File: src/logic/coreSettings.svh
`ifndef CORE_SETTINGS_SVH
`define CORE_SETTINGS_SVH

// Data path width
`define CORE_XLEN 32

// Register tag width, 64 architectural registers
`define CORE_TAG_BITS 6

// Cycles from issue to register-file write, also the scoreboard countdown start
`define CORE_WB_DEPTH 3

// Immediate field width before sign extension
`define CORE_IMM_BITS 10

// Cycles to wait on a handshake edge before giving up
`define CORE_HS_TIMEOUT 200

`endif

File: src/logic/corePkg.sv
`include "coreSettings.svh"

package corePkg;

    // Opcode field, bits 31:28 of the instruction word
    typedef enum logic [3:0] {
        OpAdd   = 4'd0,
        OpSub   = 4'd1,
        OpAnd   = 4'd2,
        OpOr    = 4'd3,
        OpXor   = 4'd4,
        OpSll   = 4'd5,
        OpSrl   = 4'd6,
        OpAddi  = 4'd7,
        OpAuipc = 4'd8
    } Opcode;

    // Four-phase handshake on the instruction port
    typedef enum logic {
        HsIdle,
        HsWaitDrop
    } HandshakeState;

    // Decoded micro-op, decode to operand load
    typedef struct packed {
        logic                        valid;
        Opcode                       opcode;
        logic [`CORE_TAG_BITS-1:0]   tagDst;
        logic [`CORE_TAG_BITS-1:0]   tagA;
        logic [`CORE_TAG_BITS-1:0]   tagB;
        logic [`CORE_XLEN-1:0]       imm;
        logic [`CORE_XLEN-1:0]       pc;
        // Source readable from the register file this cycle
        logic                        availA;
        logic                        availB;
        // Source replaced by pc or immediate
        logic                        pcA;
        logic                        immB;
    } RUop;

    // Micro-op with both operands resolved, operand load to execute
    typedef struct packed {
        logic                        valid;
        Opcode                       opcode;
        logic [`CORE_TAG_BITS-1:0]   tagDst;
        logic [`CORE_XLEN-1:0]       srcA;
        logic [`CORE_XLEN-1:0]       srcB;
    } Uop;

    // Writeback broadcast from execute
    typedef struct packed {
        logic                        valid;
        logic [`CORE_TAG_BITS-1:0]   tag;
        logic [`CORE_XLEN-1:0]       result;
    } WbBus;

endpackage

File: src/logic/execute.sv
`timescale 1ns/10ps
`include "coreSettings.svh"

module execute (
    input  logic          clk,
    input  logic          rst,
    input  corePkg::Uop   uop,
    output corePkg::WbBus wb
);
    import corePkg::*;

    logic [`CORE_XLEN-1:0] result;

    always_comb begin
        case (uop.opcode)
            OpSub:   result = uop.srcA - uop.srcB;
            OpAnd:   result = uop.srcA & uop.srcB;
            OpOr:    result = uop.srcA | uop.srcB;
            OpXor:   result = uop.srcA ^ uop.srcB;
            OpSll:   result = uop.srcA << uop.srcB[4:0];
            OpSrl:   result = uop.srcA >> uop.srcB[4:0];
            // Add, addi and auipc all sum the two sources
            default: result = uop.srcA + uop.srcB;
        endcase
    end

    always_ff @(posedge clk) begin
        if (rst) begin
            wb.valid <= 1'b0;
        end else begin
            wb.valid <= uop.valid;
            if (uop.valid) begin
                wb.tag    <= uop.tagDst;
                wb.result <= result;
            end
        end
    end

    // Decode maps every raw encoding onto a known opcode
    legalOpcode: assert property (@(posedge clk) disable iff (rst)
        uop.valid |-> uop.opcode inside {OpAdd, OpSub, OpAnd, OpOr, OpXor,
                                         OpSll, OpSrl, OpAddi, OpAuipc});

endmodule

File: config.mk
export PLATFORM = sky130hd
export DESIGN_NAME = execute
export DESIGN_NICKNAME = d
export VERILOG_FILES = /design/src/logic/corePkg.sv /design/src/logic/execute.sv
export VERILOG_INCLUDE_DIRS = /design/src /design/src/logic
export SDC_FILE = /design/constraint.sdc
export NUM_CORES = 1
export LEC_CHECK = 0
export ABC_AREA = 1
export BUFFER_PORTS_ARGS = -buffer_cell sky130_fd_sc_hd__buf_2
export CAP_MARGIN = 25
export CORE_ASPECT_RATIO = 0.6
export CORE_MARGIN = 4
export CORE_UTILIZATION = 55
export CTS_CLUSTER_SIZE = 16
export DETAILED_ROUTE_END_ITERATION = 10
export PLACE_DENSITY_LB_ADDON = 0.05
export SYNTH_ARGS = -nofsm -noshare
export SYNTH_HDL_FRONTEND = slang
export SYNTH_SLANG_ARGS = --single-unit
File: constraint.sdc
create_clock -name clk -period 8.3 [get_ports clk]
set_input_delay 0.415 -clock clk [delete_from_list [all_inputs] [get_ports clk]]
set_output_delay 0.415 -clock clk [all_outputs]
set_load 0.01 [all_outputs]
# Yosys cells after proc, flatten, opt, wreduce, memory -nomap -nowiden
# Index checks and enable logic that the tools add are counted.
# classes
addsub	2
eq_ne	6
shifts	2
muxes	1
n_bitwise	4
reduce_logical	1
# op_table
cell	count
32-bit one-hot mux with 6 select lines	1
32-bit adder	1
32-bit bitwise AND	1
32-bit bitwise OR	1
32-bit by 5-bit left shift with 32-bit output	1
32-bit by 5-bit right shift with 32-bit output	1
32-bit subtractor	1
32-bit XOR	1
4-bit by 3-bit equality test with 1-bit output, second input constant	3
4-bit by 2-bit equality test with 1-bit output, second input constant	2
4-bit by 1-bit equality test with 1-bit output, second input constant	1
2-bit AND reduction	1
1-bit inverter	1
# word_totals
ff_bits	39
in_bits	77
output_inout_bits	39
word_cells	19

# Depth between registers and ports, before layout
# depth
word_depth	2
mapped_depth	24
ltp_nobuf	22

# Least setup slack after synthesis
# OpenSTA, ideal clock, no wires.
# synth_timing
kind	input-to-reg
startpoint	in uop[1] in the netlist's numbering
endpoint	reg wb[28] in the netlist's numbering (data pin)
setup_time_ps	256
t_arrival_ps	2905
required_time_ps	8044
slack_ps	5138
path_stages	21
path_buffers	2
path_cell_list	buf_4 inv_4 buf_2 ha_1 nand3_2 nor2_4 nand3_2 o21ai_2 o21ai_1 xor2_1 ha_1 nand2_1 inv_1 nand2_1 nand2_1 a21oi_1 nor2_1 nor2_1 nand3_1 nand3_1 nand2_1
# synth_via
elab_chain_cells	2
word_cells_on_any_way	5
cone_classes	2 x add/sub; 2 x shift; 1 x mux
# synth_rtl
item	line_no	source
start, declared	execute.sv:7	input corePkg::Uop uop,
32-bit adder (tied with other cells)	execute.sv:23	default: result = uop.srcA + uop.srcB;
32-bit one-hot mux with 6 select lines *	execute.sv:15	case (uop.opcode)
net result[28]	execute.sv:12	logic [`CORE_XLEN-1:0] result;
end, declared	execute.sv:8	output corePkg::WbBus wb
# Mark *: on every way through the listed nets, which the timed path passes. The rest lies on a longest branch.
# A chain may end at the register's enable or synchronous reset.

# Worst setup path after layout
# layout_timing
startpoint	in uop[2] in the netlist's numbering
endpoint	reg wb[13] in the netlist's numbering (data pin)
# Same word-level chain as after synthesis.

==> flow_metrics.env <==
export IMPL_outcome="finished, final reports clean"
export IMPL_cpPeakStageDelay_ns=0.51
export IMPL_busiest_layer="met1"
export IMPL_critical_path_class="input port to flip-flop"
export IMPL_vias=12160
export IMPL_setup_tns_ns=0
export IMPL_cts_tree="built"
export IMPL_tightestPinTransition_ns=0.9301
export IMPL_rows=36
export IMPL_arrival_ns=4.28
export IMPL_grt_util_met2_pct=56.51
export IMPL_path_cells="buf_2, buf_4, clkinv_2, buf_4, nand3_2, nor2_4, nand3_2, nand2_1, o21ai_0, xor2_1, ha_1, nand2_1, inv_1, nand2_1, inv_1, a21oi_1, nand2_1, xor2_1, nand2_1, nand3_1"
export IMPL_period_minus_slack_ns=4.283
export IMPL_routedWlPerCell_um=20.37
export IMPL_largest_reg_flops=39
export IMPL_synth_area_um2=9492
export IMPL_ios=116
export IMPL_route_detailed_drc=0
export IMPL_reg_top3="wb x39"
export IMPL_numCtsBuffers=5
export IMPL_crit_buf_inv=6
export IMPL_slew_headroom_pct=37.85
export IMPL_fin_nets=1934
export IMPL_synthDistinctLibCells=47
export IMPL_wirelength_mm=40.51
export IMPL_power_density_nw_per_um2=109.0
export IMPL_grt_overflow_total=0
export IMPL_grt_setup_unrepaired="no"
export IMPL_vdd_drop_max_mv=0.07265
export IMPL_grt_pass1_wl_mm=61.02
export IMPL_leakagePower_uw=0.005679
export IMPL_crit_slowest_cell="buf_4"
export IMPL_core_um2=16580
export IMPL_hold_path_class="input port to flip-flop"
export IMPL_fillCellCount=1776
export IMPL_hold_buffers=0
export IMPL_grt_use_met1_pct=60.79
export IMPL_dp_cells=1979
export IMPL_max_freq_mhz=233.5
export IMPL_cts_max_level=2
export IMPL_final_layout_size_suffix_gt1_share_pct=10.45
export IMPL_timing_critical_path_mode_cell="nand2_1"
export IMPL_ys_top_cells_by_area="nand2_1 23%, nand3_1 17%, ha_1 13%"
export IMPL_synth_cells=1688
export IMPL_grt_usage_pct=40.83
export IMPL_synth_seq_area_share_pct=12.23
export IMPL_portBuffers=115
export IMPL_finalHoldViolations=0
export IMPL_slew_viol_final=0
export IMPL_start_util_pct=57.26
export IMPL_setup_viol=0
export IMPL_syn_avg_cell_area_um2=5.623
export IMPL_detail_route_vias_per_cell=6.115
export IMPL_die_w_um=177.6
export IMPL_firstDrtPassIters=8
export IMPL_die_area_um2=19490
export IMPL_min_period_over_period_pct=51.60
export IMPL_netlist_area_leader_share_pct=23.06
export IMPL_cts_resized=0
export IMPL_grt_pass1_vias=10300
export IMPL_syn2layout_area_growth_pct=8.292
export IMPL_place_detailed_hpwl_mm=32.58
export IMPL_ys_flop_type="edfxtp_1"
export IMPL_synth_nets=1863
export IMPL_cap_viol_max_count=0
export IMPL_cts_path_max_buffers=2
export IMPL_cp_end_kind="flip-flop"
export IMPL_yosys_warnings=0
export IMPL_synthArstFlopShare_pct=0
export IMPL_regMostFlops="wb"
export IMPL_postCtsSetupBuffers=0
export IMPL_antenna_found_initial=0
export IMPL_root_buffer="clkbuf_16"
export IMPL_ant_nets=0
export IMPL_yosys_area_top_type="nand2_1"
export IMPL_die_h_um=109.8
export IMPL_antenna_cells=0
export IMPL_startpoint_type="input port"
export IMPL_instances_no_fill=1988
export IMPL_ys_ff_latch=39
export IMPL_cpLargestDelayFamily="simple AND/OR/NAND/NOR gates"
export IMPL_clk_transition_reported_paths_ns=0.06
export IMPL_grt_start_max_net_pins=60
export IMPL_gp_congestion=1.071
export IMPL_drtIter0Drc=2127
export IMPL_clock_sinks=39
export IMPL_required_ns=8.30
export IMPL_cp_max_fo=52
export IMPL_use_met3_pct=14.30
export IMPL_synth_edf_count=38
==> cells by family after synthesis <==
logic type | count (synthesis) | share of synthesized area [%]
AO/OA/AOI/OAI | 169 | 9.729
XOR/XNOR | 37 | 3.414
adder cells (fa/ha/maj) | 98 | 13.00
buffers and inverters | 273 | 12.54
flip-flops | 39 | 12.23
AND/OR/NAND/NOR | 1072 | 49.09
==> where the power goes <==
part,total (µW),internal (µW),switching (µW),leakage (µW)
Clock,231,142,89.1,0.0000838
Sequential,252,247,5.87,0.000361
Combinational,636,191,445,0.00523
==> through the flow <==
| step | total power (µW) | instance area, µm² | worst slack [ns] | hold WS, ns | util, % |
|---|---|---|---|---|---|
| floorplan | 660.2 | 9492 | 5.138 | 0.4874 | - |
| global placement | 846.7 | 10030 | 4.087 | 0.5914 | 60.50 |
| detailed placement | 858.7 | 10090 | 3.961 | 0.5937 | 60.90 |
| CTS | 1087 | 10260 | 4.264 | 0.2976 | 61.92 |
| global route | 1188 | 10280 | 3.817 | 0.2869 | 62.01 |
| finish | 1120 | 10280 | 4.017 | 0.2996 | 62.01 |
==> worst paths after layout <==
path / cells past startpoint / end / startpoint
setup / recovery: 20 / wb[13]$_DFFE_PP_ / uop[2]
hold / removal: 1 / wb[36]$_DFFE_PP_ / uop[68]
==> layout make-up <==
class / count / area [µm²] / area share, %
multi-input combinational: 1376 / 7148 / 69.54
sequential: 39 / 1161 / 11.30
inverter: 210 / 798.3 / 7.766
timing repair buffer: 127 / 716.9 / 6.975
tap: 228 / 285.3 / 2.775
clock buffer: 5 / 125.1 / 1.217
clock inverter: 3 / 43.79 / 0.4261
==> Yosys cell counts, drive strengths merged (8+ instances only) <==
library cell / count
edfxtp: 38
nor3: 10
nor2: 109
xor2: 37
nand4: 17
buf: 50
a21oi: 78
o21ai: 72
inv: 205
clkbuf: 13
ha: 97
nand3b: 8
nand3: 327
nand2: 593
==> layer usage <==
layer	wire length (µm)	up-vias
li1	-	5638
met5	0	-
met1	17250	5433
met3	7063	85
met4	1072	0
met2	15120	1000
==> cells in the final DEF (no fill, tap or decap), types with 9 or more instances in the layout <==
master / netlist / routed
nand2_2: 9 / 9
nand4_1: 17 / 17
edfxtp_1: 38 / 38
o21ai_0: 48 / 48
nor2_1: 95 / 94
ha_1: 97 / 97
buf_2: 27 / 115
nand3_1: 323 / 323
a21oi_1: 77 / 77
o21ai_1: 21 / 21
inv_1: 195 / 195
nand2_1: 583 / 583
xor2_1: 37 / 37
nor2_2: 10 / 10
No activity file was read; power rests on OpenSTA's default activity.
