--- src/logic/coreSettings.svh ---
`ifndef CORE_SETTINGS_SVH
`define CORE_SETTINGS_SVH

// Data path width
`define CORE_XLEN 32

// Register tag width, 64 architectural registers
`define CORE_TAG_BITS 6

// Cycles from issue to register-file write, also the scoreboard countdown start
`define CORE_WB_DEPTH 3

// Immediate field width before sign extension
`define CORE_IMM_BITS 10

// Cycles to wait on a handshake edge before giving up
`define CORE_HS_TIMEOUT 200

`endif

--- src/logic/corePkg.sv ---
`include "coreSettings.svh"

package corePkg;

    // Opcode field, bits 31:28 of the instruction word
    typedef enum logic [3:0] {
        OpAdd   = 4'd0,
        OpSub   = 4'd1,
        OpAnd   = 4'd2,
        OpOr    = 4'd3,
        OpXor   = 4'd4,
        OpSll   = 4'd5,
        OpSrl   = 4'd6,
        OpAddi  = 4'd7,
        OpAuipc = 4'd8
    } Opcode;

    // Four-phase handshake on the instruction port
    typedef enum logic {
        HsIdle,
        HsWaitDrop
    } HandshakeState;

    // Decoded micro-op, decode to operand load
    typedef struct packed {
        logic                        valid;
        Opcode                       opcode;
        logic [`CORE_TAG_BITS-1:0]   tagDst;
        logic [`CORE_TAG_BITS-1:0]   tagA;
        logic [`CORE_TAG_BITS-1:0]   tagB;
        logic [`CORE_XLEN-1:0]       imm;
        logic [`CORE_XLEN-1:0]       pc;
        // Source readable from the register file this cycle
        logic                        availA;
        logic                        availB;
        // Source replaced by pc or immediate
        logic                        pcA;
        logic                        immB;
    } RUop;

    // Micro-op with both operands resolved, operand load to execute
    typedef struct packed {
        logic                        valid;
        Opcode                       opcode;
        logic [`CORE_TAG_BITS-1:0]   tagDst;
        logic [`CORE_XLEN-1:0]       srcA;
        logic [`CORE_XLEN-1:0]       srcB;
    } Uop;

    // Writeback broadcast from execute
    typedef struct packed {
        logic                        valid;
        logic [`CORE_TAG_BITS-1:0]   tag;
        logic [`CORE_XLEN-1:0]       result;
    } WbBus;

endpackage

--- src/logic/operandLoad.sv ---
`timescale 1ns/10ps
`include "coreSettings.svh"

module operandLoad (
    input  logic                      clk,
    input  logic                      rst,
    input  corePkg::RUop              rUop,
    input  corePkg::WbBus             wb,
    output logic                      rfReadValidA,
    output logic                      rfReadValidB,
    output logic [`CORE_TAG_BITS-1:0] rfReadAddrA,
    output logic [`CORE_TAG_BITS-1:0] rfReadAddrB,
    input  logic [`CORE_XLEN-1:0]     rfReadDataA,
    input  logic [`CORE_XLEN-1:0]     rfReadDataB,
    output corePkg::Uop               uop
);
    import corePkg::*;

    logic hitA;
    logic hitB;
    logic [`CORE_XLEN-1:0] srcA;
    logic [`CORE_XLEN-1:0] srcB;

    // Only sources marked available go to the register file
    always_comb begin
        rfReadValidA = rUop.valid && rUop.availA;
        rfReadAddrA  = rUop.tagA;
        rfReadValidB = rUop.valid && rUop.availB;
        rfReadAddrB  = rUop.tagB;
    end

    // Producer finishing this very cycle
    always_comb begin
        hitA = wb.valid && (wb.tag == rUop.tagA);
        hitB = wb.valid && (wb.tag == rUop.tagB);
    end

    always_comb begin
        if (rUop.pcA) begin
            srcA = rUop.pc;
        end else if (rUop.availA) begin
            srcA = rfReadDataA;
        end else if (hitA) begin
            srcA = wb.result;
        end else begin
            srcA = '0;
        end

        if (rUop.immB) begin
            srcB = rUop.imm;
        end else if (rUop.availB) begin
            srcB = rfReadDataB;
        end else if (hitB) begin
            srcB = wb.result;
        end else begin
            srcB = '0;
        end
    end

    always_ff @(posedge clk) begin
        if (rst) begin
            uop.valid <= 1'b0;
        end else begin
            uop.valid <= rUop.valid;
            if (rUop.valid) begin
                uop.opcode <= rUop.opcode;
                uop.tagDst <= rUop.tagDst;
                uop.srcA   <= srcA;
                uop.srcB   <= srcB;
            end
        end
    end

    // Decode's scoreboard promises the writeback bus carries any pending source
    snoopHitA: assert property (@(posedge clk) disable iff (rst)
        (rUop.valid && !rUop.pcA && !rUop.availA) |-> hitA);
    snoopHitB: assert property (@(posedge clk) disable iff (rst)
        (rUop.valid && !rUop.immB && !rUop.availB) |-> hitB);

endmodule

--- config.mk ---
export PLATFORM = sky130hd
export DESIGN_NAME = operandLoad
export DESIGN_NICKNAME = d
export VERILOG_FILES = /design/src/logic/corePkg.sv /design/src/logic/operandLoad.sv
export VERILOG_INCLUDE_DIRS = /design/src /design/src/logic
export SDC_FILE = /design/constraint.sdc
export NUM_CORES = 1
export LEC_CHECK = 0
export BUFFER_PORTS_ARGS = -buffer_cell sky130_fd_sc_hd__buf_2
export CAP_MARGIN = 20
export CORE_MARGIN = 5
export CORE_UTILIZATION = 35
export DETAILED_ROUTE_END_ITERATION = 10
export PLACE_DENSITY = 0.72
export SYNTH_ARGS = -nofsm -noshare
export SYNTH_HDL_FRONTEND = slang
export SYNTH_SLANG_ARGS = --single-unit
--- constraint.sdc ---
create_clock -name clk -period 6.15 [get_ports clk]
set_input_delay 1.23 -clock clk [delete_from_list [all_inputs] [get_ports clk]]
set_output_delay 1.23 -clock clk [all_outputs]
set_load 0.01 [all_outputs]
## Yosys cells after proc, flatten, opt, wreduce, memory -nomap -nowiden

Cells that the tools add are included.

- Bits in registers: 75
- Bits of input ports: 196
- Word-level logic and storage cells: 19

- Equality and inequality tests: 2
- Mux-type cells: 6
- Bitwise operators: 1
- Reductions and logical operators: 5

Operators with widths:

| cell | number |
|---|---|
| 32-bit 2-to-1 mux | 6 |
| 6-bit equality test | 2 |
| 1-bit logical AND | 4 |
| 2-bit AND reduction | 1 |
| 1-bit inverter | 1 |

## Depth between registers and ports, before layout

Gate-level depths: netlist of run 1.

- Depth in word-level cells: 5
- Depth in mapped cells: 5
- Mapped depth without buffers: 3

## Worst setup path before layout of run 1

Ideal clock, no wire load.

- Kind: input to register
- From: input port rst
- To: register uop[0] (netlist bit), enable pin
- Library setup time: 517 ps
- Arrival: 4,532 ps
- Data required time: 5,633 ps
- Setup slack: 1,101 ps
- Stages: 1
- Path buffers: 0
- Path through: nor2b_1

- Longest elaborated chain between the ends: 2

RTL lines:

| element | line | text |
|---|---|---|
| start, declared | operandLoad.sv:6 | `input logic rst,` |
| 1-bit inverter (no line) | n/a |  |
| 2-bit AND reduction (no line) | n/a |  |
| end, declared | operandLoad.sv:15 | `output corePkg::Uop uop` |

Every way passes these cells.
A chain may end at the register's enable or synchronous reset.

## Final worst setup path of run 1

- From: input port rUop[3] (netlist bit)
- To: output port rfReadValidA

- Longest elaborated chain between the ends: 1

RTL lines:

| element | line | text |
|---|---|---|
| start, declared | operandLoad.sv:7 | `input corePkg::RUop rUop,` |
| 1-bit logical AND | operandLoad.sv:26 | `rfReadValidA = rUop.valid && rUop.availA;` |
| end, declared | operandLoad.sv:9 | `output logic rfReadValidA,` |

Every way passes these cells.

==> key figures, run 1 <==
Finish
  • Regs by FF count: uop: 75 flops
  • Storage element area: 2240 sq um
  • Commonest non-fill, non-tap cell in the layout: buf_2
  • Area delta synth->final: 33.7%
  • Reg with most FFs: uop
  • Nets: 856
  • Fill cell count: 1303
  • Multi-input gate area: around 2200 sq um
  • Share of cells above drive strength 1: 52.0%
  • Max reg flops: 75
  • Most frequent cells in the layout: buf_2, edfxtp_1, nand4_1, o21ai_1, a22oi_1

Setup path
  • Crit-path most repeated cell: buf_2
  • Critical Path AT: between 1.5 and 2 ns
  • Crit path launch: rUop[3]
  • Crit path kind: in -> out
  • CP Launch Type: input pin
  • CP Data Required Time: 4.92 ns
  • Critical path's slowest cell: buf_2
  • Worst Path Max Fanout: 35
  • Max incr delay on CP: 0.39 ns
  • Crit path cell chain: buf_2 > and2_1 > buf_2
  • Endpoint class of the critical path: output pin

Global routing
  • Initial antenna violation count: 2
  • Largest net degree at the start of global routing: 75
  • Global-route wire length before repair: 24400 um
  • Vias in the first global route: 4582
  • Grt total ovfl: 0
  • Overall global routing resource usage: 18.9%

STA
  • WHS: 1.07 ns
  • Slew @ Worst Pin: 1.07 ns
  • Final setup violation count: 0
  • RSZ-0062 raised after global routing: no
  • Worst-case headroom to the max-slew limit: 28.9%
  • Hold Vio Cnt, Final: 0
  • Max frequency: 316 MHz
  • Period utilization: 51.5%
  • Pins Over Slew Limit: 0
  • Setup TNS: 0 ns
  • Min cycle time layout: 3.17 ns

Floorplanning
  • Die X: 128 um
  • Die Span Y: 128 um
  • Initial core utilization: 35.5%
  • IO Pins: between 200 and 300
  • Num rows: between 40 and 50
  • Core Area: 13800 sq um
  • Die area: 16500 sq um

Logic synthesis
  • Yosys top cell by area: edfxtp_1
  • Ranking of synthesized cells by area: edfxtp_1, a22oi_1, nand4_1, and4bb_1, and4bb_2
  • Top-area cell type share of the netlist area: 45.3%
  • Yosys cell types: 24
  • Syn Area/Cell: 11.6 sq um
  • Seq/Total Area, Yosys: 45.7%
  • YS warnings: 0
  • Syn nets: 618
  • Mapped Area: ~4900 sq um
  • Syn Inst Count: about 420
  • Number of synthesized register bits: 75

Pwr
  • Comb pwr share: roughly a fifth
  • Clock network fraction of design power: between 30% and 40%
  • Net Switching: 387 uW
  • Seq pwr share: about two fifths
  • Maximum VDD drop: between 0.1 and 0.15 mV
  • Cell internal pwr: 1100 uW
  • Power density over the cells: 227 nW/um^2
  • Tot Pwr: 1490 uW
  • Sw Ratio: between 20% and 30%
  • Pleak: 0.00262 uW

Worst hold path
  • Hold path depth: 1
  • Hold path endpoint: uop[71]
  • HP Class: in -> reg
  • Hold path start: rUop[87]

Drt
  • Vias: 4615
  • Total wire length: around 16000 um
  • # DRC: 0
  • Antenna violation net count after detailed routing: 0
  • Vias/cell: 5.44
  • Avg WL per Cell: 19.3 um
  • Pre-Repair DR Iteration Count: 5
  • Initial DRC count: 246

Run
  • Max cap viols: 0

Clocking
  • CTS tree: yes
  • Cts hold-fix bufs: 0
  • Setup bufs post-CTS: 0
  • Clock sink count: 75
  • CTS Buffer Depth: 2
  • Num CTS Buffers: 9
  • Worst-path clk slew: 0.06 ns
  • Post-CTS Resized: 0
  • H-tree levels: 3
  • Clk root buf: clkbuf_16

Placement
  • Final HPWL DP: 12500 um
  • RePlAce Congestion: 0.816
  • Buffers on Ports: 284

Outcome
  • Outcome: finished, final reports clean
-- through the flow --
stage	std cells	utilization [%]	area [sq um]	setup slack (ns)
after floorplan	422	-	4910	1.10
after global placement	826	44.5	6150	2.95
after detailed placement	829	45.1	6230	2.97
after CTS	845	47.4	6550	2.98
after global routing	847	47.4	6560	2.90
final	848	47.5	6560	2.98
-- cells by family (layout without fill, tap and decap cells) --
logic type      Yosys count  after routing  share of synthesized area [%]
simple gates            138            138                           25.2
xor+xnor                 12             12                           3.06
other cells               0              3                              0
compound gates          128            128                           16.2
flops                    75             75                           45.7
buf+inv                  69            312                           9.81
-- final cells by class --
cell class | instances | share of cell area, %
Sequential cell | 75 | 34.2
Timing Repair Buffer | 296 | 24.0
Antenna cell | 3 | 0.114
Clock buffer | 11 | 3.70
Clock inverter | 5 | 1.18
Multi-Input combinational cell | 278 | 33.4
Tap cell | 180 | 3.43
-- Yosys cell counts (all sizes together) --
master   n
buf     48
bufbuf   3
nand3    2
clkbuf  18
a21oi    2
edfxtp  74
o21ai   64
and2     2
and4bb  52
xnor2   12
nor2b    4
a22oi   62
and3b    2
dfxtp    1
nor4bb  12
nand4   64
-- how the worst max path moves through the flow --
stage	to	cells after the start
6_report	rfReadValidA	3
3_5_place_dp	uop[46]	5
3_3_place_gp	uop[11]	5
4_1_cts	rfReadValidA	3
5_1_grt	rfReadValidA	3
2_1_floorplan	uop[0]	1
-- critical path, delay by kind of cell --
| kind | cells | cell delay, ns |
|---|---|---|
| buffers and inverters | 2 | 0.52 |
| and+or+nand+nor | 1 | 0.19 |
-- per-layer routing --
layer	track usage (%)	routed length, um	vias up
met1	25.6	7100	2166
met4	7.99	344	0
li1	-	-	2215
met5	0	0	-
met2	29.8	7760	212
met3	3.32	1160	22
-- power by group through the flow --
stage	clock, uW	sequential, uW	combinational (uW)
floorplan	0	648	161
global placement	0	626	289
detailed placement	0	626	305
CTS	585	616	306
global route	614	619	333
finish	571	616	304
Power figures use the tool's default switching activity.
==> run 2: changes to the inputs <==
Settings changed: PLACE_DENSITY 0.72 to 0.75.
Clock period 6.15 ns to 2.8 ns, I/O delays scaled along.
==> key figures, run 2 (synthesis gave the netlist of run 1 again) <==
Drt
  • Initial DRC count: 364 (+48%)
  • Antenna violation net count after detailed routing: 0 (unchanged)
  • Vias: 4666 (+1.1%)
  • Avg WL per Cell: 19.6 um (+1.4%)
  • Pre-Repair DR Iteration Count: 5 (unchanged)
  • # DRC: 0 (unchanged)
  • Vias/cell: 5.48 (+0.63%)
  • Total wire length: 16700 um (+1.8%)

Pwr
  • Pleak: 0.00262 uW (about the same)
  • Power density over the cells: 491 nW/um^2 (+120%)
  • Tot Pwr: 3220 uW (+120%)
  • Maximum VDD drop: 0.227 mV (+110%)

STA
  • WHS: 0.391 ns (-0.678 ns)
  • Slew @ Worst Pin: 0.619 ns (-0.447 ns)
  • Final setup violation count: 0 (unchanged)
  • Worst-case headroom to the max-slew limit: 58.7% (+30 points)
  • Min cycle time layout: between 1.5 and 2 ns
  • Max frequency: roughly 530 MHz
  • RSZ-0062 raised after global routing: no
  • Hold Vio Cnt, Final: 0 (unchanged)
  • Setup TNS: 0 ns (unchanged)
  • Pins Over Slew Limit: 0 (unchanged)
  • Period utilization: 67.1%

Clocking
  • Clock sink count: 75 (unchanged)
  • Clk root buf: clkbuf_16
  • Post-CTS Resized: 0 (unchanged)
  • Num CTS Buffers: 9 (unchanged)
  • H-tree levels: 3 (unchanged)
  • Worst-path clk slew: 0.06 ns (about the same)
  • CTS tree: yes
  • Setup bufs post-CTS: 0 (unchanged)
  • CTS Buffer Depth: 2 (unchanged)
  • Cts hold-fix bufs: 0 (unchanged)

Worst hold path
  • Hold path start: rUop[89]
  • HP Class: in -> reg

Setup path
  • Worst Path Max Fanout: 34 (-2.9%)
  • CP Data Required Time: 2.87 ns (-2.05 ns)
  • Max incr delay on CP: 0.49 ns (+0.10 ns)
  • Endpoint class of the critical path: flip-flop
  • CP Launch Type: input pin
  • Crit path cell chain: buf_2 > buf_4 > and4bb_2 > nand4_1 > o21ai_1
  • Critical Path AT: 1.95 ns (about the same)
  • Crit path launch: rUop[0]
  • Critical path's slowest cell: buf_2
  • Crit path kind: in -> reg

Finish
  • Nets: 862 (+0.70%)
  • Commonest non-fill, non-tap cell in the layout: buf_2
  • Max reg flops: 75 (unchanged)
  • Fill cell count: 1309 (+0.46%)
  • Reg with most FFs: uop
  • Fin area: 6550 sq um (-0.21%)
  • Share of cells above drive strength 1: 52.5% (+0.43 points)
  • Most frequent cells in the layout: buf_2, edfxtp_1, nand4_1, o21ai_1, a22oi_1
  • Regs by FF count: uop: 75 flops
  • Area delta synth->final: 33.4%

Outcome
  • Outcome: finished, final reports clean

Floorplanning
  • Initial core utilization: 35.5% (unchanged)
  • Num rows: 43 (unchanged)
  • Die X: 128 um (unchanged)
  • IO Pins: 285 (unchanged)
  • Die area: 16500 sq um (unchanged)
  • Die Span Y: 128 um (unchanged)
  • Core Area: 13800 sq um (unchanged)

Global routing
  • Overall global routing resource usage: 19.1% (+0.20 points)
  • Initial antenna violation count: 1 (-1)
  • Global-route wire length before repair: 24500 um (+0.76%)
  • Largest net degree at the start of global routing: 75 (unchanged)
  • Vias in the first global route: 4492 (-2.0%)
  • Grt total ovfl: 0 (unchanged)

Placement
  • Final HPWL DP: 12600 um (+1.2%)
  • Placed inst area: 6240 sq um (about the same)
  • Buffers on Ports: 284 (unchanged)
  • RePlAce Congestion: 0.767 (-6.0%)

Run
  • Max cap viols: 0 (unchanged)
-- run 2: report_power, final --
part | internal (uW) | switching, uW | total, uW
combinational | 290 | 387 | 676
sequential | 1330 | 18.7 | 1350
clock | 737 | 454 | 1190
total | 2360 | 860 | 3220
-- run 2: worst paths after layout --
check	to	slack, ns	cells after the start
setup / recovery	uop[18]	0.92	5
hold / removal	uop[73]	0.39	1
-- run 2: through the flow --
| stage | std cells | util (%) | setup slack [ns] |
|---|---|---|---|
| floorplan | 422 | - | 0.688 |
| global placement | 834 | 45.0 | 0.433 |
| detailed placement | 835 | 45.1 | 0.553 |
| CTS | 851 | 47.3 | 0.925 |
| global route | 852 | 47.4 | 0.807 |
| finish | 852 | 47.4 | 0.922 |
-- run 2: area by class of cell --
class | count | area (sq um) | share of cell area (%)
flip-flops and latches | 75 | 2240 | 34.2
multi-input cells | 278 | 2190 | 33.5
repair buffers | 302 | 1580 | 24.1
clock buffers | 12 | 256 | 3.92
well taps | 180 | 225 | 3.44
clock inverters | 4 | 50.0 | 0.764
diodes | 1 | 2.50 | 0.0382
-- run 2: layer usage --
layer / GRT usage, % / share of wire [%] / routed length (um) / vias to the layer above
met1: 25.6 / 42 / 7050 / 2195
met3: 3.94 / 7.7 / 1280 / 29
met2: 30.0 / 47 / 7910 / 217
met5: 0 / 0 / 0 / -
li1: - / - / - / 2225
met4: 8.05 / 2.6 / 428 / 0
-- run 2: critical path: cells and delay by family --
kind | cells | cell delay, ns
buffers and inverters | 2 | 0.91
AOI/OAI and AO/OA | 1 | 0.08
and+or+nand+nor | 2 | 0.40
==> run 3: changes to the inputs <==
Settings changed: ABC_AREA set to 1, PLACE_DENSITY 0.75 to 0.77.
Clock period 2.8 ns to 1.6 ns, I/O delays scaled along.
==> key figures, run 3 <==
Global routing
  • Largest net degree at the start of global routing: 66 (-12%)
  • Overall global routing resource usage: 20.6% (+1.5 points)
  • Grt total ovfl: 0 (unchanged)
  • Global-route wire length before repair: 23800 um (-3.1%)
  • Vias in the first global route: 4717 (+5.0%)
  • Initial antenna violation count: 0 (-1)

STA
  • RSZ-0062 raised after global routing: no
  • Slew @ Worst Pin: 0.290 ns (-0.330 ns)
  • Final setup violation count: 0 (unchanged)
  • Setup TNS: 0 ns (unchanged)
  • Min cycle time layout: 1.29 ns
  • Max frequency: a little under 800 MHz
  • Worst-case headroom to the max-slew limit: 80.7% (+22 points)
  • Period utilization: 80.9%
  • Hold Vio Cnt, Final: 0 (unchanged)
  • Pins Over Slew Limit: 0 (unchanged)

Finish
  • Nets: 1001 (+16%)
  • Area delta synth->final: 43.9%
  • Fill cell count: 1200 (-8.3%)
  • Final core utilization: 51.9% (+4.5 points)
  • Reg with most FFs: uop
  • Commonest non-fill, non-tap cell in the layout: buf_2
  • Most frequent cells in the layout: buf_2, a21oi_1, nor2_1, edfxtp_1, nand3_1
  • Regs by FF count: uop: 75 flops
  • Diode count: 0 (-1)
  • Share of cells above drive strength 1: 40.6% (-12 points)
  • Max reg flops: 75 (unchanged)

Drt
  • Initial DRC count: 344 (-5.5%)
  • Vias: 4840 (+3.7%)
  • Avg WL per Cell: 16.4 um (-16%)
  • # DRC: 0 (unchanged)
  • Total wire length: 16000 um (-3.8%)
  • Vias/cell: 4.95 (-9.6%)
  • Antenna violation net count after detailed routing: 0 (unchanged)
  • Pre-Repair DR Iteration Count: 6 (+1)

Logic synthesis
  • Post-synth EDFFs: 74 (unchanged)
  • Syn Area/Cell: 8.09 sq um (-30%)
  • Ranking of synthesized cells by area: edfxtp_1, a21oi_1, nor2_1, nand3_1, inv_1
  • Mapped Area: 4380 sq um (-11%)
  • YS warnings: 0 (unchanged)
  • FFs w/ async S/R, synth: 0% (unchanged)
  • Top-area cell type share of the netlist area: 50.7% (+5.4 points)
  • Syn Inst Count: 542 (+28%)
  • Dominant synthesized flop cell: edfxtp_1
  • Top post-synthesis cells by count: a21oi_1, nor2_1, edfxtp_1, nand3_1, inv_1
  • Seq/Total Area, Yosys: 51.2% (+5.5 points)
  • Yosys cell types: 17 (-29%)
  • Yosys top cell by area: edfxtp_1
  • Number of synthesized register bits: 75 (unchanged)
  • Syn nets: 738 (+19%)

Placement
  • Buffers on Ports: 284 (unchanged)
  • Final HPWL DP: 12600 um (-0.43%)
  • RePlAce Congestion: 0.856 (+12%)

Pwr
  • Pleak: 0.00294 uW (+12%)
  • Power density over the cells: 866 nW/um^2 (+76%)
  • Maximum VDD drop: 0.381 mV (+68%)

Clocking
  • CTS Buffer Depth: 2 (unchanged)
  • Num CTS Buffers: 9 (unchanged)
  • Worst-path clk slew: 0.06 ns (about the same)
  • Post-CTS Resized: 0 (unchanged)
  • H-tree levels: 3 (unchanged)
  • Setup bufs post-CTS: 0 (unchanged)
  • Cts hold-fix bufs: 0 (unchanged)
  • CTS tree: yes
  • Clk root buf: clkbuf_16
  • Clock sink count: 75 (unchanged)

Floorplanning
  • Num rows: 40 (-7.0%)
  • IO Pins: 285 (unchanged)
  • Die Span Y: 122 um (-5.1%)
  • Initial core utilization: 36.0% (+0.54 points)
  • Core Area: 12200 sq um (-12%)
  • Die area: 14900 sq um (-9.9%)
  • Die X: 122 um (-5.1%)

Setup path
  • Levels on crit path: 5 (unchanged)
  • Critical path's slowest cell: buf_12
  • Crit path launch: rUop[3]
  • Crit-path most repeated cell: buf_2
  • Critical path destination: rfReadValidA
  • Critical Path AT: 0.97 ns (-0.98 ns)
  • Critical path's top delay family: buffers and inverters
  • Buf+Inv Stages, Crit Path: 4 (+2)
  • CP Data Required Time: 1.28 ns (-1.59 ns)
  • CP Launch Type: input pin
  • Max incr delay on CP: 0.26 ns (-0.23 ns)
  • Endpoint class of the critical path: output pin
  • Crit path cell chain: buf_2 > buf_12 > nand2_1 > inv_1 > buf_2
  • Crit path kind: in -> out
  • Worst Path Max Fanout: 65 (+91%)

Worst hold path
  • HP Class: in -> reg
  • Hold path depth: 1 (unchanged)

Outcome
  • Outcome: finished, final reports clean

Run
  • Max cap viols: 0 (unchanged)
## run 3: cell types whose count changed after synthesis, moves of 20 or more
cell      before  now
nand2_1        0   27
and4bb_2      26    0
inv_1          0   53
nand4_1       64    0
nor2_1         0  130
a21oi_1        2  130
and4bb_1      26    0
nand3_1        2   63
o21ai_1       63    0
buf_2         25    5
a22oi_1       62    0
## run 3: per-layer routing
layer  vias up  part of all wire (%)  global-route usage, %
li1       2334                     -                      -
met3        22                    11                   5.39
met4         0                   1.9                   7.28
met5         -                     0                      0
met2       277                    50                   35.8
met1      2207                    37                   24.6
## run 3: report_power, final
group	internal (uW)	total, uW	leakage, uW	switching, uW
combinational	474	1090	0.00210	618
sequential	2330	2370	0.000697	35.4
clock	1200	2000	0.000133	804
## run 3: layout make-up
type	instances	area (sq um)	share of cell area, %
tap	168	210	3.33
clock inverter	7	68.8	1.09
multi-input combinational	360	1640	26.1
clock buffer	9	225	3.57
inverter	55	219	3.47
sequential	75	2240	35.6
timing repair buffer	304	1700	26.9
## run 3: worst min path at each step
stage | from | end | slack [ns]
after global routing | rUop[83] | uop[67] | 0.14
after detailed placement | rUop[86] | uop[70] | 0.50
after CTS | rUop[86] | uop[70] | 0.14
final | rUop[80] | uop[64] | 0.16
after floorplan | rst | uop[74] | 0.39
after global placement | rUop[86] | uop[70] | 0.50
## run 3: kinds of logic (layout without fill, tap and decap cells)
| logic type | count (synthesis) | count (layout) | synth area share, % |
|---|---|---|---|
| flops | 75 | 75 | 51.2 |
| xor+xnor | 1 | 1 | 0.200 |
| simple gates | 227 | 227 | 21.9 |
| compound gates | 132 | 132 | 15.1 |
| buf+inv | 107 | 375 | 11.6 |
## run 3: per-stage QoR
| step | hold slack [ns] | cells | setup slack, ns | area [sq um] | total power, uW |
|---|---|---|---|---|---|
| 4_1_cts | 0.143 | 978 | 0.314 | 6310 | 5510 |
| 6_report | 0.161 | 978 | 0.305 | 6310 | 5460 |
| 5_1_grt | 0.142 | 978 | 0.261 | 6310 | 5710 |
| 3_3_place_gp | 0.498 | 962 | 0.0992 | 6010 | 3490 |
| 3_5_place_dp | 0.499 | 962 | 0.0998 | 6010 | 3500 |
| 2_1_floorplan | 0.391 | 542 | -0.247 | 4400 | 2950 |
