### config.mk
export PLATFORM = sky130hd
export DESIGN_NAME = decode
export DESIGN_NICKNAME = d
export VERILOG_FILES = /design/src/logic/corePkg.sv /design/src/logic/decode.sv
export VERILOG_INCLUDE_DIRS = /design/src /design/src/logic
export SDC_FILE = /design/constraint.sdc
export NUM_CORES = 1
export LEC_CHECK = 0
export ABC_AREA = 1
export BUFFER_PORTS_ARGS = -buffer_cell sky130_fd_sc_hd__buf_4
export CORE_AREA = 2 2 172 216
export CTS_CLUSTER_SIZE = 10
export DETAILED_ROUTE_END_ITERATION = 16
export DIE_AREA = 0 0 174 218
export PLACE_DENSITY = 0.63
export SLEW_MARGIN = 10
export SYNTH_ARGS = -nofsm -noshare
export SYNTH_HDL_FRONTEND = slang
export SYNTH_SLANG_ARGS = --single-unit
### constraint.sdc
create_clock -name clk -period 5.6 [get_ports clk]
set_input_delay 0.28 -clock clk [delete_from_list [all_inputs] [get_ports clk]]
set_output_delay 0.28 -clock clk [all_outputs]
set_load 0.01 [all_outputs]
### src/logic/coreSettings.svh
`ifndef CORE_SETTINGS_SVH
`define CORE_SETTINGS_SVH

// Data path width
`define CORE_XLEN 32

// Register tag width, 64 architectural registers
`define CORE_TAG_BITS 6

// Cycles from issue to register-file write, also the scoreboard countdown start
`define CORE_WB_DEPTH 3

// Immediate field width before sign extension
`define CORE_IMM_BITS 10

// Cycles to wait on a handshake edge before giving up
`define CORE_HS_TIMEOUT 200

`endif

### src/logic/corePkg.sv
`include "coreSettings.svh"

package corePkg;

    // Opcode field, bits 31:28 of the instruction word
    typedef enum logic [3:0] {
        OpAdd   = 4'd0,
        OpSub   = 4'd1,
        OpAnd   = 4'd2,
        OpOr    = 4'd3,
        OpXor   = 4'd4,
        OpSll   = 4'd5,
        OpSrl   = 4'd6,
        OpAddi  = 4'd7,
        OpAuipc = 4'd8
    } Opcode;

    // Four-phase handshake on the instruction port
    typedef enum logic {
        HsIdle,
        HsWaitDrop
    } HandshakeState;

    // Decoded micro-op, decode to operand load
    typedef struct packed {
        logic                        valid;
        Opcode                       opcode;
        logic [`CORE_TAG_BITS-1:0]   tagDst;
        logic [`CORE_TAG_BITS-1:0]   tagA;
        logic [`CORE_TAG_BITS-1:0]   tagB;
        logic [`CORE_XLEN-1:0]       imm;
        logic [`CORE_XLEN-1:0]       pc;
        // Source readable from the register file this cycle
        logic                        availA;
        logic                        availB;
        // Source replaced by pc or immediate
        logic                        pcA;
        logic                        immB;
    } RUop;

    // Micro-op with both operands resolved, operand load to execute
    typedef struct packed {
        logic                        valid;
        Opcode                       opcode;
        logic [`CORE_TAG_BITS-1:0]   tagDst;
        logic [`CORE_XLEN-1:0]       srcA;
        logic [`CORE_XLEN-1:0]       srcB;
    } Uop;

    // Writeback broadcast from execute
    typedef struct packed {
        logic                        valid;
        logic [`CORE_TAG_BITS-1:0]   tag;
        logic [`CORE_XLEN-1:0]       result;
    } WbBus;

endpackage

### src/logic/decode.sv
`timescale 1ns/10ps
`include "coreSettings.svh"

module decode (
    input  logic         clk,
    input  logic         rst,
    input  logic         req,
    input  logic [31:0]  instr,
    output logic         ack,
    output corePkg::RUop rUop
);
    import corePkg::*;

    localparam int CntBits = $clog2(`CORE_WB_DEPTH + 1);
    localparam int NumTags = 1 << `CORE_TAG_BITS;

    HandshakeState state;
    logic [`CORE_XLEN-1:0] pc;
    logic [CntBits-1:0] countdown [NumTags];

    Opcode opcode;
    logic [`CORE_TAG_BITS-1:0] tagDst;
    logic [`CORE_TAG_BITS-1:0] tagA;
    logic [`CORE_TAG_BITS-1:0] tagB;
    logic [`CORE_XLEN-1:0] imm;
    logic pcA;
    logic immB;
    logic stall;
    logic accept;

    // Field split, unused opcode encodings fall back to add
    always_comb begin
        if (instr[31:28] <= 4'(OpAuipc)) begin
            opcode = Opcode'(instr[31:28]);
        end else begin
            opcode = OpAdd;
        end
        tagDst = instr[27:22];
        tagA   = instr[21:16];
        tagB   = instr[15:10];
        imm    = {{(`CORE_XLEN - `CORE_IMM_BITS){instr[`CORE_IMM_BITS-1]}},
                  instr[`CORE_IMM_BITS-1:0]};
        pcA    = (opcode == OpAuipc);
        immB   = (opcode == OpAddi) || (opcode == OpAuipc);
    end

    // A producer issued last cycle can be neither read nor snooped in time
    always_comb begin
        stall = (!pcA && countdown[tagA] == CntBits'(`CORE_WB_DEPTH))
             || (!immB && countdown[tagB] == CntBits'(`CORE_WB_DEPTH));
        accept = (state == HsIdle) && req && !stall;
    end

    always_ff @(posedge clk) begin
        if (rst) begin
            state      <= HsIdle;
            ack        <= 1'b0;
            pc         <= '0;
            rUop.valid <= 1'b0;
            for (int t = 0; t < NumTags; t++) begin
                countdown[t] <= '0;
            end
        end else begin
            rUop.valid <= accept;

            for (int t = 0; t < NumTags; t++) begin
                if (countdown[t] != '0) begin
                    countdown[t] <= countdown[t] - 1'b1;
                end
            end
            // Issue overrides the decrement of its own destination
            if (accept) begin
                countdown[tagDst] <= CntBits'(`CORE_WB_DEPTH);
                rUop.opcode <= opcode;
                rUop.tagDst <= tagDst;
                rUop.tagA   <= tagA;
                rUop.tagB   <= tagB;
                rUop.imm    <= imm;
                rUop.pc     <= pc;
                rUop.pcA    <= pcA;
                rUop.immB   <= immB;
                // At most 1 left means the register file is written by the load cycle
                rUop.availA <= !pcA && (countdown[tagA] <= CntBits'(1));
                rUop.availB <= !immB && (countdown[tagB] <= CntBits'(1));
            end

            case (state)
                HsIdle: begin
                    if (accept) begin
                        ack   <= 1'b1;
                        pc    <= pc + `CORE_XLEN'(4);
                        state <= HsWaitDrop;
                    end
                end
                HsWaitDrop: begin
                    if (!req) begin
                        ack   <= 1'b0;
                        state <= HsIdle;
                    end
                end
                default: state <= HsIdle;
            endcase
        end
    end

    // Host must be requesting when ack goes up
    ackNeedsReq: assert property (@(posedge clk) disable iff (rst)
        $rose(ack) |-> $past(req));

    // One micro-op per handshake, issued with the ack edge
    uopOnAckRise: assert property (@(posedge clk) disable iff (rst)
        rUop.valid |-> $rose(ack));

endmodule

# Yosys cells after proc, flatten, opt, wreduce, memory -nomap -nowiden
# Memories as Yosys holds them, arrays and structs flattened.
# Index checks and enable logic that the tools add are counted.
# totals
reg_bits	103
mem_bits_rw	128
inputBits	35
output_inout_bits	92
word_cells	500
mem_count	1
# memory_table
memory	depth	width	read_ports	rd_clocked_by_memory_dff	write_ports	line_no	rtl
countdown	64	2	66	0	65	decode.sv:19	logic [CntBits-1:0] countdown [NumTags];
# op_classes
n_addsub	65
order_cmp	3
eq_ne	6
n_mux	267
n_bitwise	66
reduce_logical	78
# op_table
op	n
1-bit 2-to-1 mux	200
2-bit 2-to-1 mux	64
2-bit nonzero test	64
2-bit by 1-bit subtractor with 2-bit output, second input constant	64
1-bit OR	64
32-bit by 3-bit adder with 32-bit output, second input constant	1
1-bit logical AND	6
2-bit AND reduction	3
2-bit == test, second input constant	2
4-bit by 3-bit == test with 1-bit output, second input constant	1
4-bit == test, second input constant	1
2-bit by 1-bit less-or-equal comparator with 1-bit output, second input constant	2
4-bit less-or-equal comparator, second input constant	1
4-bit 2-to-1 mux	1
2-bit != test, second input constant	2
1-bit one-hot mux with 2 select lines	2
1-bit logical NOT	3
1-bit logical OR	2
1-bit NOT	2

# Logic depth before layout (Yosys ltp)
# Gate-level depths: netlist (run 1).
# depth
word_depth	12
mapped_depth	18

# Worst setup path after synthesis (run 1)
# Ideal clock, no wire load.
# synth_path
path_kind	input -> register
startpoint	input port instr[10]
endpoint	register rUop[0] (netlist bit) (enable)
setup_ns	0.397
t_arrival_ns	2.456
setup_slack_ns	2.747
path_stages	15
cell_sequence	buf_2 > buf_2 > buf_2 > nand2_1 > nand3_1 > nand3_1 > nand2_1 > nand2_1 > nand3_1 > nand3_1 > nand2_1 > nand3_2 > nand3_4 > nor2_2 > buf_2
# synth_between
elab_chain_len	7
# synth_lines
element	line_no	rtl
start: declaration	decode.sv:8	input logic [31:0] instr,
memory read 64 x 2 bit	n/a	
2-bit == test	decode.sv:50	|| (!immB && countdown[tagB] == CntBits'(`CORE_WB_DEPTH));
1-bit logical AND	decode.sv:50	
1-bit logical OR	decode.sv:49	stall = (!pcA && countdown[tagA] == CntBits'(`CORE_WB_DEPTH))
1-bit logical NOT	decode.sv:51	accept = (state == HsIdle) && req && !stall;
1-bit logical AND	decode.sv:51	
2-bit AND reduction (no source line)	n/a	
end: declaration	decode.sv:10	output corePkg::RUop rUop
# Every way passes these cells.
# A chain may end at the register's enable or synchronous reset.

# Final worst setup path (run 1)
# layout_path
startpoint	input port instr[16]
endpoint	register rUop[71] (netlist bit) (enable)
# layout_between
elab_chain_len	7
# layout_lines
element	line_no
memory read 64 x 2 bit	n/a
2-bit == test	decode.sv:49
1-bit logical AND	decode.sv:49
1-bit logical OR	decode.sv:49
1-bit logical NOT	decode.sv:51
1-bit logical AND	decode.sv:51
2-bit AND reduction (no source line)	n/a
# Every way passes these cells.

==> impl_metrics.json, run 1 <==
{
  "dieArea_um2": 37900,
  "first_pass_iters": 8,
  "powerDensity_nw_per_um2": 423,
  "grt_overflow": 0,
  "synth.area.top_cells": "dfxtp_1 24%, nand2_1 16%, edfxtp_1 15%",
  "ant_nets": 0,
  "clkTransAtPathRegs_ns": 0.06,
  "initial_utilization": 0.375,
  "reg2regPathDepth": 12,
  "grtUsageTotal": 0.200,
  "fillers": 3751,
  "slowest_delay_ns": 0.52,
  "ys_warn_count": 0,
  "syn_inst": 1961,
  "crit_buf_inv": 3,
  "gp_congestion": 0.900,
  "crit_required_ns": 5.77,
  "startpoint": "instr[16]",
  "synth-seq-area-share": 0.387,
  "final_core_util": 0.430,
  "synth_seq_cells": 227,
  "tns_ns": 0,
  "grt_pass1_wl_mm": 62.1,
  "regArea_um2": 5200,
  "yosysTopAreaCellShare": 0.240,
  "port-buffer-count": 124,
  "synth_area_per_cell_um2": 6.86,
  "cp-end-kind": "register",
  "area_growth_pct": 14.8,
  "r2r_end": "rUop[71]",
  "die_x_um": 174,
  "drive_gt1_frac": 0.0863,
  "clock.fmax_mhz": 272,
  "startpoint_type": "primary input",
  "ys_types": 31,
  "wirelength_mm": 38.5,
  "drc_errors": 0,
  "htree_levels": 1,
  "synth_top_area_cell": "dfxtp_1",
  "cts_inserted_buffers": 27,
  "num_rows": 78,
  "cp_num_cells": 14,
  "cp_slowest_cell": "buf_12",
  "fin_nets": 2132,
  "hold_violations": 0,
  "initialDrtViolationCount": 1014,
  "outcome": "finished, final reports clean",
  "cts_root_buf": "clkbuf_16",
  "core_area_um2": 35900,
  "antenna_found_initial": 0,
  "drv_slew": 0,
  "critPathKind": "primary input to register",
  "vdd_ir_drop_max_mv": 0.173,
  "dr_total_vias": 13000,
  "vias_per_cell": 5.13,
  "power.total_mw": 6.54,
  "first_global_vias": 12300,
  "p_leak_nw": 6.89,
  "crit_arrival_ns": 3.85,
  "crit_path_max_fanout": 130,
  "die_y_um": 218,
  "grt_max_degree": 131,
  "fin_crit_ns": 3.68,
  "cts_tree": "done",
  "reg2reg_from": "countdown[27][0]",
  "cts.sinks": 227,
  "dp_cells": 2464,
  "path_cells": "buf_4, inv_2, nand2_1, nand3_1, nand3_1, nand2_1, nand2_1, nand3_1, nand3_1, nand2_1, nand3_2, nand3_4, nor2_4, buf_12",
  "dp_hpwl_mm": 25.5,
  "skew_ns": 0.0200,
  "ios": 127,
  "rsz0062_at_grt": "false",
  "ff2ff_setup_slack_ns": 2.20,
  "period_share": 0.657,
  "crit_end": "rUop[71]",
  "slew_headroom": 0.210,
  "critical-path-top-delay-family": "simple AND/OR/NAND/NOR gates",
  "multi_input_area_um2": 6640,
  "setup_viol": 0,
  "hp-class": "primary input to register",
  "clk_path_buf_depth": 3,
  "tightest_slew_ns": 1.18,
  "maxCapViolCount": 0,
  "n_antenna_cell": 0,
  "final_cells": 2531,
  "syn-cell-area_um2": 13500,
  "clk_latency_ns": 0.55,
  "wl_per_cell_um": 15.2
}
-- cell families after synthesis --
logic type	after synthesis	share of synthesized area
AO/OA/AOI/OAI	302	0.115
AND/OR/NAND/NOR	955	0.298
adder cells (fa/ha/maj)	65	0.0604
flip-flops	227	0.387
other	1	0.000279
XOR/XNOR	28	0.0182
buffers and inverters	383	0.121
-- report_power, final --
| part | switching [mW] | total [mW] | leakage, nW | internal [mW] |
|---|---|---|---|---|
| Sequential | 0.477 | 2.65 | 1.95 | 2.17 |
| Combinational | 1.37 | 2.30 | 4.56 | 0.928 |
| Clock | 0.666 | 1.60 | 0.378 | 0.931 |
| Total | 2.51 | 6.54 | 6.89 | 4.03 |
-- synth_stat cells --
master / instances
buf_1: 5
buf_2: 35
xnor2_1: 8
nor2_2: 1
o21ai_1: 10
o21ai_0: 131
or2_2: 6
nand3_4: 1
clkinv_1: 1
nand2_1: 559
nand3_1: 210
nand3_2: 2
a31oi_1: 1
buf_6: 6
nand4_1: 32
ha_1: 65
nor3_1: 16
o21a_1: 1
xor2_1: 20
clkbuf_1: 38
buf_4: 26
dfxtp_1: 161
edfxtp_1: 66
nor2_1: 119
inv_1: 269
a21oi_1: 131
inv_2: 3
o22ai_1: 28
nor3b_1: 1
conb_1: 1
nor4_1: 8
-- worst min path at each step --
stage          startpoint       end  cells past startpoint
2_1_floorplan    instr[0]  rUop[36]                      0
3_3_place_gp        pc[3]   rUop[7]                      0
3_5_place_dp     instr[9]  rUop[45]                      1
4_1_cts               req     state                      3
5_1_grt         instr[31]  rUop[87]                      2
6_report        instr[31]  rUop[87]                      2
-- registers in the layout, summed over array words and instances, names as in the netlist --
| register | flops |
|---|---|
| countdown | 128 |
| ack | 1 |
| pc | 30 |
| rUop | 67 |
| state | 1 |
-- area by class of cell --
cell class,instances,area share
Multi-Input combinational cell,1352,0.430
Sequential cell,227,0.337
Timing Repair Buffer,151,0.0773
Inverter,273,0.0663
Clock buffer,47,0.0505
Tap cell,480,0.0389
Clock inverter,1,0.000324
-- per-layer routing --
metal  up-vias  routed length (µm)  track usage
li1       6484                   -            -
met4         0                1610       0.0857
met2       462               18500        0.365
met1      5934               16100        0.236
met5         -                   0            0
met3        94                2270       0.0242
-- timing repair --
action                                 in CTS  in global routing
endpoints found under the hold margin      19                  0
resized for setup                           0                  0
setup endpoints to repair                   0                  0
hold buffers                               19                  0
setup buffers                               0                  0
-- per-stage QoR --
stage	area [µm²]	hold WS (ns)	setup slack, ns
finish	15400	0.0210	1.92
global route	15400	0.0262	1.58
CTS	15400	0.00288	2.01
detailed placement	14500	0.459	1.44
global placement	14500	0.455	1.52
floorplan	13500	0.379	2.75
-- placed cells by master, fill, tap and decap left out, drive strengths merged, types with 2 or more instances in the layout --
cell / netlist / routed
conb: 1 / 2
xnor2: 8 / 8
nand3: 213 / 213
dfxtp: 161 / 161
nor2: 120 / 120
nand4: 32 / 32
buf: 72 / 132
ha: 65 / 65
nor3: 16 / 16
or2: 6 / 6
dlygate4sd3: 0 / 19
o21ai: 141 / 141
clkinv: 1 / 2
edfxtp: 66 / 66
xor2: 20 / 20
inv: 272 / 272
o22ai: 28 / 28
clkbuf: 38 / 47
a21oi: 131 / 131
nor4: 8 / 8
nand2: 559 / 559
Note: power is estimated with default switching activity, not from simulation.
==> inputs of run 2 (changes only) <==
Clock period 5.6 ns to 3.7 ns, I/O delays scaled along.
==> run 2 against run 1 <==
Effect of this change:
- via count rose by 0.94%
- clock power rose by 62%
- die area did not move
- critical path type unchanged
- critical endpoint is now rUop[24]
- largest cell class unchanged
==> impl_metrics.json, run 2 (same netlist as run 1, synthesis figures left out) <==
{
  "outcome": "finished, final reports clean",
  "final_common_cell": "nand2_1",
  "critPathKind": "primary input to register",
  "maxCapViolCount": 0,
  "slew_headroom": 0.371,
  "crit_end": "rUop[24]",
  "ios": 127,
  "area_growth_pct": 16.8,
  "wirelength_mm": 39.2,
  "first_global_vias": 12500,
  "cts_tree": "done",
  "die_x_um": 174,
  "crit_arrival_ns": 2.53,
  "port-buffer-count": 124,
  "cts.sinks": 227,
  "crit_required_ns": 3.92,
  "rsz0062_at_grt": "false",
  "fin_nets": 2152,
  "startpoint_type": "primary input",
  "vdd_ir_drop_max_mv": 0.256,
  "setup_viol": 0,
  "drv_slew": 0,
  "grtUsageTotal": 0.208,
  "regMostFlops": "countdown",
  "cp_slowest_cell": "inv_2",
  "initial_utilization": 0.375,
  "dp_hpwl_mm": 26.4,
  "reg2reg_from": "pc[7]",
  "crit_path_max_fanout": 72,
  "dr_total_vias": 13100,
  "final_cell_mix": "559 x nand2_1, 269 x inv_1, 210 x nand3_1",
  "first_pass_iters": 6,
  "drc_errors": 0,
  "hold_violations": 0,
  "fin_crit_ns": 2.30,
  "gp_congestion": 0.918,
  "critical_path.most_common_cell": "nand3_1",
  "clk_path_buf_depth": 3,
  "ff2ff_setup_slack_ns": 1.43,
  "slowest_delay_ns": 0.57,
  "path_cells": "buf_4, inv_2, a21oi_1, o21ai_0, nand3_1, nand3_1, nand3_1, nand3_1, nand2_1, nand3_2, nand3_4, nor2_4, buf_12",
  "hp-class": "primary input to register",
  "clk_latency_ns": 0.58,
  "tns_ns": 0,
  "period_share": 0.623,
  "ant_nets": 0,
  "r2r_end": "pc[30]",
  "p_leak_nw": 7.03,
  "grt_pass1_wl_mm": 63.9,
  "fin_hold_ws_ns": 0.0343,
  "cts_inserted_buffers": 28,
  "htree_levels": 1,
  "cts_root_buf": "clkbuf_16",
  "vias_per_cell": 5.13,
  "largest_reg_flops": 128,
  "cp-end-kind": "register",
  "skew_ns": 0.0187,
  "initialDrtViolationCount": 1135,
  "clkTransAtPathRegs_ns": 0.05,
  "num_rows": 78,
  "reg2regPathDepth": 8,
  "powerDensity_nw_per_um2": 643,
  "startpoint": "instr[16]",
  "final_cells": 2554,
  "dieArea_um2": 37900,
  "top_regs": "countdown x128, rUop x67, pc x30",
  "core_area_um2": 35900,
  "tightest_slew_ns": 0.941,
  "grt_max_degree": 73,
  "grt_overflow": 0,
  "clock.fmax_mhz": 434,
  "die_y_um": 218,
  "dp_cells": 2474,
  "drive_gt1_frac": 0.0931,
  "antenna_found_initial": 1,
  "wl_per_cell_um": 15.3
}
[run 2: metal layers]
metal	track usage	vias up	routed length [µm]
met5	0	-	0
met4	0.108	0	2110
met3	0.0295	123	2750
met2	0.366	511	18500
met1	0.246	5929	15900
li1	-	6533	-
[run 2: area by class of cell]
type / count / area [µm²]
sequential: 227 / 5200
multi-input combinational: 1352 / 6640
clock buffer: 46 / 818
antenna: 1 / 2.50
clock inverter: 5 / 48.8
tap: 480 / 601
timing repair buffer: 170 / 1380
inverter: 273 / 1020
fill: 3682 / 20200
[run 2: critical path, delay by kind of cell]
family / cells / cell delay [ns]
buf+inv: 3 / 1.14
simple gates: 8 / 0.87
compound gates: 2 / 0.24
[run 2: worst min path at each step]
stage	startpoint	to	slack [ns]	cells past startpoint
floorplan	instr[0]	rUop[36]	0.28	0
global placement	instr[8]	rUop[44]	0.36	1
detailed placement	instr[4]	rUop[40]	0.36	1
CTS	instr[18]	rUop[76]	0.006	1
global route	instr[18]	rUop[76]	0.02	1
finish	instr[12]	rUop[70]	0.03	1
[run 2: per-stage QoR]
stage          power [mW]   util  setup slack (ns)  cell area [µm²]
3_3_place_gp         7.28  0.406             0.917            14600
6_report             10.1  0.438              1.40            15700
5_1_grt              11.1  0.438              1.20            15700
2_1_floorplan        6.53      -             0.942            13500
3_5_place_dp         7.51  0.406             0.860            14600
4_1_cts              10.2  0.438              1.43            15700
[run 2: what timing repair did]
item / CTS / global route
resized for setup: 0 / 0
hold buffers: 28 / 0
setup buffers: 0 / 0
hold endpoints to repair: 28 / 0
[run 2: power by group]
part / switching (mW) / leakage, nW / internal (mW)
clock network: 1.09 / 0.421 / 1.50
logic: 2.08 / 4.65 / 1.42
registers: 0.731 / 1.95 / 3.28
total: 3.90 / 7.03 / 6.21
==> inputs of run 3 (changes only) <==
Clock period 3.7 ns to 2.3 ns, I/O delays scaled along.
==> run 3 against run 2 <==
Effect of this change:
- the flow now finishes with violations (setup timing)
- register-to-register slack worse by 1.3 ns
- clock skew decreased by 0.0011 ns
- count of clock-buffer cells in the layout up 4
- sequential share of layout area down 1.9 points
- largest cell class unchanged
- highest routed layer unchanged
==> impl_metrics.json, run 3 (same netlist as run 1, synthesis figures left out) <==
{
  "grtUsageTotal": 0.204,
  "regMostFlops": "countdown",
  "first_pass_iters": 5,
  "setup_viol": 13,
  "hold_depth": 3,
  "p_leak_nw": 7.46,
  "vias_per_cell": 5.12,
  "port-buffer-count": 124,
  "fin_ws_ns": -0.00714,
  "grt_overflow": 0,
  "crit_buf_inv": 6,
  "cts_inserted_buffers": 28,
  "reg2reg_from": "countdown[27][1]",
  "final_common_cell": "nand2_1",
  "reg2regPathDepth": 13,
  "clk_latency_ns": 0.56,
  "final_core_util": 0.464,
  "outcome": "complete, but fails checks",
  "first_global_vias": 12400,
  "antenna_found_initial": 0,
  "ios": 127,
  "initialDrtViolationCount": 957,
  "ant_nets": 0,
  "cts.sinks": 227,
  "place_ws_ns": 0.0186,
  "power.total_mw": 16.8,
  "fin_nets": 2198,
  "dieArea_um2": 37900,
  "hold_start": "instr[29]",
  "dp_hpwl_mm": 27.6,
  "r2r_end": "rUop[68]",
  "violations": "setup timing",
  "wl_per_cell_um": 16.0,
  "dr_total_vias": 13300,
  "design_area_um2": 16700,
  "final_cells": 2600,
  "die_x_um": 174,
  "wirelength_mm": 41.7,
  "crit_path_max_fanout": 17,
  "startpoint_type": "primary input",
  "die_y_um": 218,
  "dp_cells": 2499,
  "period_share": 1.00,
  "skew_ns": 0.0175,
  "drv_slew": 0,
  "clock.fmax_mhz": 433,
  "slowest_delay_ns": 0.54,
  "core_area_um2": 35900,
  "n_antenna_cell": 0,
  "initial_utilization": 0.375,
  "cp-end-kind": "register",
  "ff2ff_setup_slack_ns": 0.15,
  "top_regs": "countdown x128, rUop x67, pc x30",
  "dpl_cell_area_um2": 14900,
  "clkTransAtPathRegs_ns": 0.06,
  "num_rows": 78,
  "tightest_slew_ns": 0.849,
  "area_growth_pct": 23.8,
  "cts_tree": "done",
  "gp_congestion": 0.937,
  "crit_arrival_ns": 2.57,
  "drc_errors": 0,
  "path_cells": "dlygate4sd3_1, buf_6, inv_6, buf_12, nand2_1, nand3_1, nand3_2, nand2_2, nand2_1, nand3_2, nand3_2, nand2_2, nand3_4, nand3_4, nor2_4, buf_12, buf_16",
  "min_to": "rUop[89]",
  "crit_required_ns": 2.56,
  "slew_headroom": 0.433,
  "maxCapViolCount": 0,
  "critical-path-top-delay-family": "buffers and inverters",
  "critPathKind": "primary input to register",
  "clk_path_buf_depth": 3,
  "final_cell_mix": "551 x nand2_1, 268 x inv_1, 200 x nand3_1",
  "htree_levels": 1,
  "fin_crit_ns": 2.31,
  "vdd_ir_drop_max_mv": 0.529,
  "cts_root_buf": "clkbuf_16",
  "drive_gt1_frac": 0.120,
  "critical_path.most_common_cell": "nand3_2",
  "grt_pass1_wl_mm": 62.8,
  "hold_violations": 0,
  "hp-class": "primary input to register",
  "powerDensity_nw_per_um2": 1010,
  "grt_max_degree": 73,
  "largest_reg_flops": 128,
  "cp_slowest_cell": "dlygate4sd3_1"
}
## run 3: worst max-delay path by stage
stage | from | end | slack [ns] | cells past startpoint
after floorplan | instr[10] | rUop[0] | 0.10 | 15
after global placement | instr[16] | rUop[25] | 0.05 | 14
after detailed placement | instr[16] | rUop[24] | 0.02 | 14
after CTS | instr[11] | rUop[24] | 0.07 | 15
after global routing | instr[10] | rUop[18] | -0.05 | 17
final | instr[10] | rUop[68] | -0.007 | 17
## run 3: power breakdown
part	leakage, nW	switching, mW	internal, mW	total (mW)
Sequential	1.95	1.22	5.28	6.50
Combinational	5.07	3.47	2.52	5.99
Clock	0.435	1.68	2.63	4.31
## run 3: area by class of cell
class,count,area (µm²)
clock buffers,50,866
clock inverters,2,35.0
fillers,3641,19300
inverters,273,1030
multi-input cells,1352,6730
flip-flops and latches,227,5200
well taps,480,601
repair buffers,216,2190
## run 3: routing by layer
| metal | up-vias | wire, µm | GRT usage | share of wire |
|---|---|---|---|---|
| met5 | - | 0 | 0 | 0 |
| met4 | 0 | 1750 | 0.0994 | 0.042 |
| met3 | 109 | 2490 | 0.0248 | 0.060 |
| met2 | 468 | 20600 | 0.374 | 0.50 |
| met1 | 6118 | 16800 | 0.235 | 0.40 |
| li1 | 6610 | - | - | - |
## run 3: worst register-to-register path, delay by kind of cell (launching register included)
| family | cells | cell delay (ns) |
|---|---|---|
| buffers and inverters | 2 | 0.38 |
| AND/OR/NAND/NOR | 11 | 1.12 |
| flip-flops | 1 | 0.35 |
## run 3: metrics by stage
step | hold WS [ns] | TNS [ns]
final | 0.0263 | -0.0589
after global routing | 0.0349 | -2.08
after CTS | 0.00191 | 0
after detailed placement | 0.294 | 0
after global placement | 0.293 | 0
after floorplan | 0.214 | 0
## run 3: timing repair
| action | in CTS | in global routing |
|---|---|---|
| hold endpoints to repair | 33 | 0 |
| endpoints found under the setup margin | 0 | 169 |
| setup buffers | 0 | 3 |
| gates resized for setup | 0 | 38 |
| hold buffers | 32 | 0 |
